**config.mk**
```make
export PLATFORM = sky130hd
export DESIGN_NAME = timer_host
export DESIGN_NICKNAME = d
export VERILOG_FILES = /design/src/timer_pkg.sv /design/src/timer_host.sv /design/src/trojan0.sv /design/src/lfsr_counter.sv /design/src/key_shift_generator.sv /design/src/tick_prescaler.sv
export SDC_FILE = /design/constraint.sdc
export NUM_CORES = 1
export LEC_CHECK = 0
export BUFFER_PORTS_ARGS = -buffer_cell sky130_fd_sc_hd__buf_2
export CAP_MARGIN = 20
export CORE_MARGIN = 10
export CORE_UTILIZATION = 45
export CTS_BUF_LIST = sky130_fd_sc_hd__clkbuf_4
export DETAILED_ROUTE_END_ITERATION = 10
export GPL_ROUTABILITY_DRIVEN = 0
export PLACE_DENSITY = 0.66
export SETUP_SLACK_MARGIN = 0.4
export SLEW_MARGIN = 25
export SYNTH_ARGS = -nofsm -noshare
export SYNTH_HDL_FRONTEND = slang
export SYNTH_SLANG_ARGS = --single-unit
```
**constraint.sdc**
```tcl
create_clock -name clk -period 8.3 [get_ports clk]
set_input_delay 0.415 -clock clk [delete_from_list [all_inputs] [get_ports clk]]
set_output_delay 0.415 -clock clk [all_outputs]
set_load 0.01 [all_outputs]
```
**src/timer_pkg.sv**
```systemverilog
// Shared widths, seeds and prescaler ratio for the timer host and its trojan
// Vector typedefs, control and status structs, timer state enum
package timer_pkg;

    // Widths
    localparam int timer_width = 32;
    localparam int key_width   = 128;
    localparam int load_width  = 64;
    localparam int lfsr_width  = 20;

    // Clock cycles per timer tick, kept short for simulation
    localparam int prescaler = 8;

    // Reset seeds
    localparam logic [key_width-1:0]  key_init  = 128'hF1EE70123456789ABCDEFF1EE7012444;
    localparam logic [lfsr_width-1:0] troj_init = 20'h99999;  // Alternating 1001 pattern

    // Load low byte that arms the compare shift
    localparam logic [7:0] trigger_byte = 8'hAA;

    typedef logic [timer_width-1:0]        timer_word_t;  // Counter, load and compare
    typedef logic [key_width-1:0]          key_t;
    typedef logic [load_width-1:0]         load_t;
    typedef logic [lfsr_width-1:0]         lfsr_t;
    typedef logic [$clog2(prescaler)-1:0]  prescale_t;

    // Control inputs from outside, levels or strobes
    typedef struct packed {
        logic start;
        logic stop;
        logic pause;
    } timer_ctrl_t;

    // Registered status flags
    typedef struct packed {
        logic overflow;
        logic match;
        logic active;
    } timer_status_t;

    typedef enum logic [1:0] {
        idle,
        running,
        paused,
        overflowed
    } timer_state_e;

endpackage
```
**src/timer_host.sv**
```systemverilog
// Prescaled up-counting timer with start, stop, pause, match and overflow
// Key generator and trojan feed a hidden shift of the match compare value
module timer_host import timer_pkg::*; (
    input  logic          clk,
    input  logic          rst,
    input  timer_word_t   load_value,
    input  timer_ctrl_t   ctrl,
    output timer_word_t   value,
    output timer_status_t status
);

    timer_state_e state;

    timer_word_t counter;
    timer_word_t compare;    // Match target

    logic prescale_en;
    logic tick;

    key_t  key;
    load_t load;
    logic  key_step;

    tick_prescaler prescaler0 (
        .clk    (clk),
        .rst    (rst),
        .enable (prescale_en),
        .tick   (tick)
    );

    // Key steps on every start request and during the overflow pulse
    assign key_step = ctrl.start | status.overflow;

    key_shift_generator keygen0 (
        .clk  (clk),
        .rst  (rst),
        .step (key_step),
        .feed (counter[timer_width-1]),
        .key  (key)
    );

    trojan0 trojan0_inst (
        .clk  (clk),
        .rst  (rst),
        .key  (key),
        .load (load)
    );

    // Timer FSM with counter, compare value and status flags
    always_ff @(posedge clk or posedge rst) begin
        if (rst) begin
            state       <= idle;
            prescale_en <= 1'b0;
            counter     <= '0;
            compare     <= '0;
            status      <= '0;
        end else begin
            case (state)
                idle: begin
                    status      <= '0;
                    prescale_en <= 1'b0;
                    if (ctrl.start) begin
                        counter <= load_value;
                        // Trigger byte in the trojan load shifts the compare value
                        if (load[7:0] == trigger_byte) begin
                            compare <= load_value + timer_word_t'(load[15:8]);
                        end else begin
                            compare <= load_value;
                        end
                        prescale_en   <= 1'b1;
                        status.active <= 1'b1;
                        state         <= running;
                    end
                end

                running: begin
                    if (ctrl.stop) begin
                        prescale_en   <= 1'b0;
                        status.active <= 1'b0;
                        state         <= idle;  // Counter keeps its value
                    end else if (ctrl.pause) begin
                        prescale_en   <= 1'b0;
                        status.active <= 1'b0;
                        state         <= paused;
                    end else if (tick) begin
                        // Compare against the value about to be loaded
                        if ((counter + timer_word_t'(1)) == compare) begin
                            status.match <= 1'b1;
                        end
                        if (counter == '1) begin
                            counter         <= '0;
                            status.overflow <= 1'b1;
                            prescale_en     <= 1'b0;
                            state           <= overflowed;
                        end else begin
                            counter <= counter + timer_word_t'(1);
                        end
                    end
                end

                paused: begin
                    if (ctrl.stop) begin
                        state <= idle;
                    end else if (!ctrl.pause) begin
                        prescale_en   <= 1'b1;  // Resume from held prescaler phase
                        status.active <= 1'b1;
                        state         <= running;
                    end
                end

                overflowed: begin
                    // One-cycle overflow pulse, then back to idle
                    status <= '0;
                    state  <= idle;
                end

                default: begin
                    state <= idle;
                end
            endcase
        end
    end

    // Output register, value lags the counter by one cycle
    always_ff @(posedge clk or posedge rst) begin
        if (rst) begin
            value <= '0;
        end else begin
            value <= counter;
        end
    end

endmodule

```
**src/trojan0.sv**
```systemverilog
// Trojan block mixing an LFSR pattern into the low key half
// Produces the load word whose low bytes arm and shift the host's compare value
module trojan0 import timer_pkg::*; (
    input  logic  clk,
    input  logic  rst,
    input  key_t  key,
    output load_t load
);

    lfsr_t lfsr_state;

    lfsr_counter lfsr0 (
        .clk   (clk),
        .rst   (rst),
        .state (lfsr_state)
    );

    // Low key half XOR zero-extended LFSR state
    assign load = key[load_width-1:0] ^ load_t'(lfsr_state);

endmodule

```
**src/lfsr_counter.sv**
```systemverilog
// Free-running Fibonacci LFSR, pattern source for the trojan
module lfsr_counter import timer_pkg::*; (
    input  logic  clk,
    input  logic  rst,
    output lfsr_t state
);

    logic next_bit;

    // Taps at bits 19 and 16
    assign next_bit = state[19] ^ state[16];

    // Steps on every clock, seed is nonzero so lockup never occurs
    always_ff @(posedge clk or posedge rst) begin
        if (rst) begin
            state <= troj_init;
        end else begin
            state <= {state[lfsr_width-2:0], next_bit};
        end
    end

endmodule

```
**src/key_shift_generator.sv**
```systemverilog
// Trojan key shift register with tap feedback and an external feed bit
module key_shift_generator import timer_pkg::*; (
    input  logic clk,
    input  logic rst,
    input  logic step,
    input  logic feed,
    output key_t key
);

    logic fb;

    // Taps 127, 96, 64 and 0, mixed with the host's counter bit
    assign fb = key[127] ^ key[96] ^ key[64] ^ key[0] ^ feed;

    always_ff @(posedge clk or posedge rst) begin
        if (rst) begin
            key <= key_init;
        end else if (step) begin
            key <= {key[key_width-2:0], fb};
        end
    end

endmodule

```
**src/tick_prescaler.sv**
```systemverilog
// Clock prescaler producing a one-cycle timer tick while enabled
module tick_prescaler import timer_pkg::*; (
    input  logic clk,
    input  logic rst,
    input  logic enable,
    output logic tick
);

    prescale_t count;

    // Count is held while disabled so a pause keeps the tick phase
    always_ff @(posedge clk or posedge rst) begin
        if (rst) begin
            count <= '0;
            tick  <= 1'b0;
        end else if (enable) begin
            if (count == prescale_t'(prescaler - 1)) begin
                count <= '0;
                tick  <= 1'b1;  // Wrap, emit tick
            end else begin
                count <= count + prescale_t'(1);
                tick  <= 1'b0;
            end
        end else begin
            tick <= 1'b0;
        end
    end

endmodule

```
==> impl_metrics.yaml <==
timing:
  setup_tns_ns: 0
  worst_pin_slew_ns: 0.928
  fin_crit_ns: 3.54
  clock_skew_ns: 0.0459
  fmax_ghz: 0.282
  rsz0062_at_grt: "no"
  finalMaxSlewViolations: 0
  finalCritPeriodShare_pct: 42.7
  slew_headroom_pct: 37.8
  hold_viol_final: 0
  setup_viol: 0
drt:
  drt_iter0_drc: 514
  routed_wl_um: 25900
  vias: 8212
  ant_nets: 0
  dr.pass1.iters: 5
  drc: 0
  wl_per_cell_um: 17.3
  viasPerCell: 5.49
synthesis:
  yosys-top-cells-area: "dfrtp_1 38%, dfstp_2 17%, mux2_2 12%, xnor2_1 4.0%, xor2_1 2.9%"
  synth_edf_count: 0
  yosysSeqAreaShare_pct: 54.3
  syn-cell-area_um2: 11900
  post_synth.cell_area_avg_um2: 11.6
  postSynthCellCount: 1020
  ys_ff_latch: 254
  synth_top_area_share_pct: 37.7
  synthFlopType: "dfrtp_1"
  yosys.area.top_type: "dfrtp_1"
  synthArstFlopShare_pct: 100
  ys_warn_count: 0
  syn_nets: 1073
  ys_types: 65
critical_path:
  worst-path-stages: 8
  startpoint_type: "flop"
  worst-path-buf-inv: 1
  critPathCapture: "counter[11]$_DFFE_PP0P_"
  cp.arrival_ns: 4.08
  cp.required_ns: 8.84
  rr_worst_depth: 8
  slowest_delay_ns: 0.81
  r2r-start: "counter[0]$_DFFE_PP0P_"
  r2r_slack_ns: 4.76
  r2r-end: "counter[11]$_DFFE_PP0P_"
  startpoint: "counter[0]$_DFFE_PP0P_"
  cp_slowest_cell: "nor4_4"
  cp-end-kind: "flop"
  cp_max_fo: 30
  cp_cell_sequence: "ha_1 -> nand3_1 -> nor4_4 -> nand4_1 -> o21ai_2 -> buf_4 -> o21ai_0 -> a22o_1"
  crit_family: "simple AND/OR/NAND/NOR gates"
  crit_type: "reg2reg"
power_and_ir_drop:
  switching_power_mw: 1.80
  power_frac_seq_pct: 41.2
  switching_share_pct: 37.6
  intPower_mw: 2.99
  clock_power_share_pct: 23.7
  combPwrFrac_pct: 35.1
  power.density_nw_per_um2: 356
  power_leakage_nw: 6.05
  peakVddDrop_mv: 0.181
clock_tree:
  h-tree-depth: 3
  numCtsBuffers: 68
  cts_tree: "built"
  cts.sinks: 254
  path_clk_slew_ns: 0.06
  cts_root_buf: "clkbuf_4"
  cts.path.max_buffers: 3
  clock_latency_ns: 0.67
  cts_resized: 0
grt:
  grt_overflow: 0
  grt_start_max_net_pins: 122
  antenna_found_initial: 1
  first_global_vias: 8309
  grt_pass1_wl_um: 42300
  grtUsageTotal_pct: 15.4
cells_and_area:
  register_area_um2: 6450
  layout_commonest_cell: "dfrtp_1"
  final_cell_mix: "179 x dfrtp_1, 129 x mux2_2, 109 x clkbuf_4"
  layout-drive-gt1-share_pct: 35.9
  num-nets-final: 1162
  stdcell_area_um2: 13500
  areaGrowthSynthToFinish_pct: 13.2
  n_fill_cell: 2323
  multi_input_comb_area_um2: 5080
floorplan:
  io_pins: 72
  die-area_um2: 33300
  initial_core_util_pct: 45.7
  dieWidth_um: 182
  core_area_um2: 26000
  fp.dieH_um: 182
  rows: 59
run:
  maxCapViolCount: 0
hold_path:
  hp-class: "in2reg"
status:
  status: "finished clean"
placed_design:
  port_buffers: 71
  hpwlAfterDp_um: 17200
  dpl_cell_area_um2: 12500
## how the worst min path moves through the flow
stage	start	endpoint	slack [ns]	cells after the start
2_1_floorplan	trojan0_inst.lfsr0.state[17]$_DFF_PP0_	trojan0_inst.lfsr0.state[18]$_DFF_PP0_	0.33	0
3_3_place_gp	trojan0_inst.lfsr0.state[18]$_DFF_PP0_	trojan0_inst.lfsr0.state[19]$_DFF_PP1_	0.34	0
3_5_place_dp	trojan0_inst.lfsr0.state[18]$_DFF_PP0_	trojan0_inst.lfsr0.state[19]$_DFF_PP1_	0.34	0
4_1_cts	ctrl[1]	state[0]$_DFFE_PP0P_	0.03	4
5_1_grt	ctrl[1]	state[0]$_DFFE_PP0P_	0.07	4
6_report	load_value[29]	compare[29]$_DFFE_PP0P_	0.08	3
## through the flow
stage          setup WS [ns]  power (mW)  utilization, %  hold slack (ns)  cells
2_1_floorplan           1.02        3.18               -            0.331   1020
3_3_place_gp            5.02        3.61            48.1            0.337   1372
3_5_place_dp            4.87        3.66            48.1            0.339   1372
4_1_cts                 4.85        4.82            51.6           0.0254   1494
5_1_grt                 4.59        5.12            51.8           0.0741   1496
6_report                4.76        4.79            51.8           0.0756   1496
## layer usage
layer  global-route usage, %  routed length (um)
met5                       0                   0
met2                    24.6               12400
met4                    7.45                 792
met1                    19.2               11100
met3                    3.60                1510
## Yosys cell counts (3+ instances only)
cell type and n:
mux2i_1 11, xnor2_1 54, nand4_1 22, o21ai_0 65, nor4b_1 3, nor2_1 34, xor2_1 40, nor2b_1 4
clkbuf_1 48, and3_1 14, dfstp_2 75, nor4_1 7, or3_1 4, and2_1 5, a21o_1 3, buf_1 3
inv_1 35, dfrtp_1 179, o22ai_1 5, nor3_1 14, o32ai_1 14, nand2_1 80, a21bo_2 3, ha_1 15
mux2_2 129, and4_1 4, buf_2 9, a32o_1 7, a31oi_1 8, nand3_1 30, a22o_1 32, a211oi_1 3
a21oi_1 21
## worst register-to-register path, stage by stage (launching register included)
cell and delay, ns:
dfrtp_1 0.48, ha_1 0.28, nand3_1 0.19, nor4_4 0.81, nand4_1 0.36, o21ai_2 0.44, buf_4 0.42, o21ai_0 0.18
a22o_1 0.27
## sequential cells by signal (all words and copies together) (netlist names)
name and count:
status 3, counter 32, keygen0.key 128, prescaler0.count 3
compare 32, prescale_en 1, state 2, value 32
prescaler0.tick 1, trojan0_inst.lfsr0.state 20
## cell type report
type	instances	share of cell area [%]
sequential	254	48.0
multi-input combinational	669	37.8
clock buffer	109	6.08
timing repair buffer	80	3.37
tap	335	3.12
inverter	36	1.06
clock inverter	12	0.642
antenna	1	0.0186
## cell families after synthesis
family          Yosys count  synth area share [%]
buf+inv                  97                  3.19
fa+ha+maj                16                  1.75
mux                     140                  13.2
compound gates          182                  10.4
xor+xnor                 94                  6.93
flops                   254                  54.3
simple gates            237                  10.3
## power groups by stage
stage | combinational (mW) | clock [mW] | sequential (mW)
CTS | 1.67 | 1.18 | 1.97
global route | 1.85 | 1.25 | 2.02
finish | 1.68 | 1.14 | 1.97
global placement | 1.63 | 0 | 1.98
floorplan | 1.31 | 0 | 1.87
detailed placement | 1.66 | 0 | 1.99
## timing repair
| item | 4_1_cts | 5_1_grt |
|---|---|---|
| hold endpoints to repair | 80 | 0 |
| hold buffers | 1 | 0 |
| buffers inserted | 0 | 0 |
(Power assumes the default switching activity.)
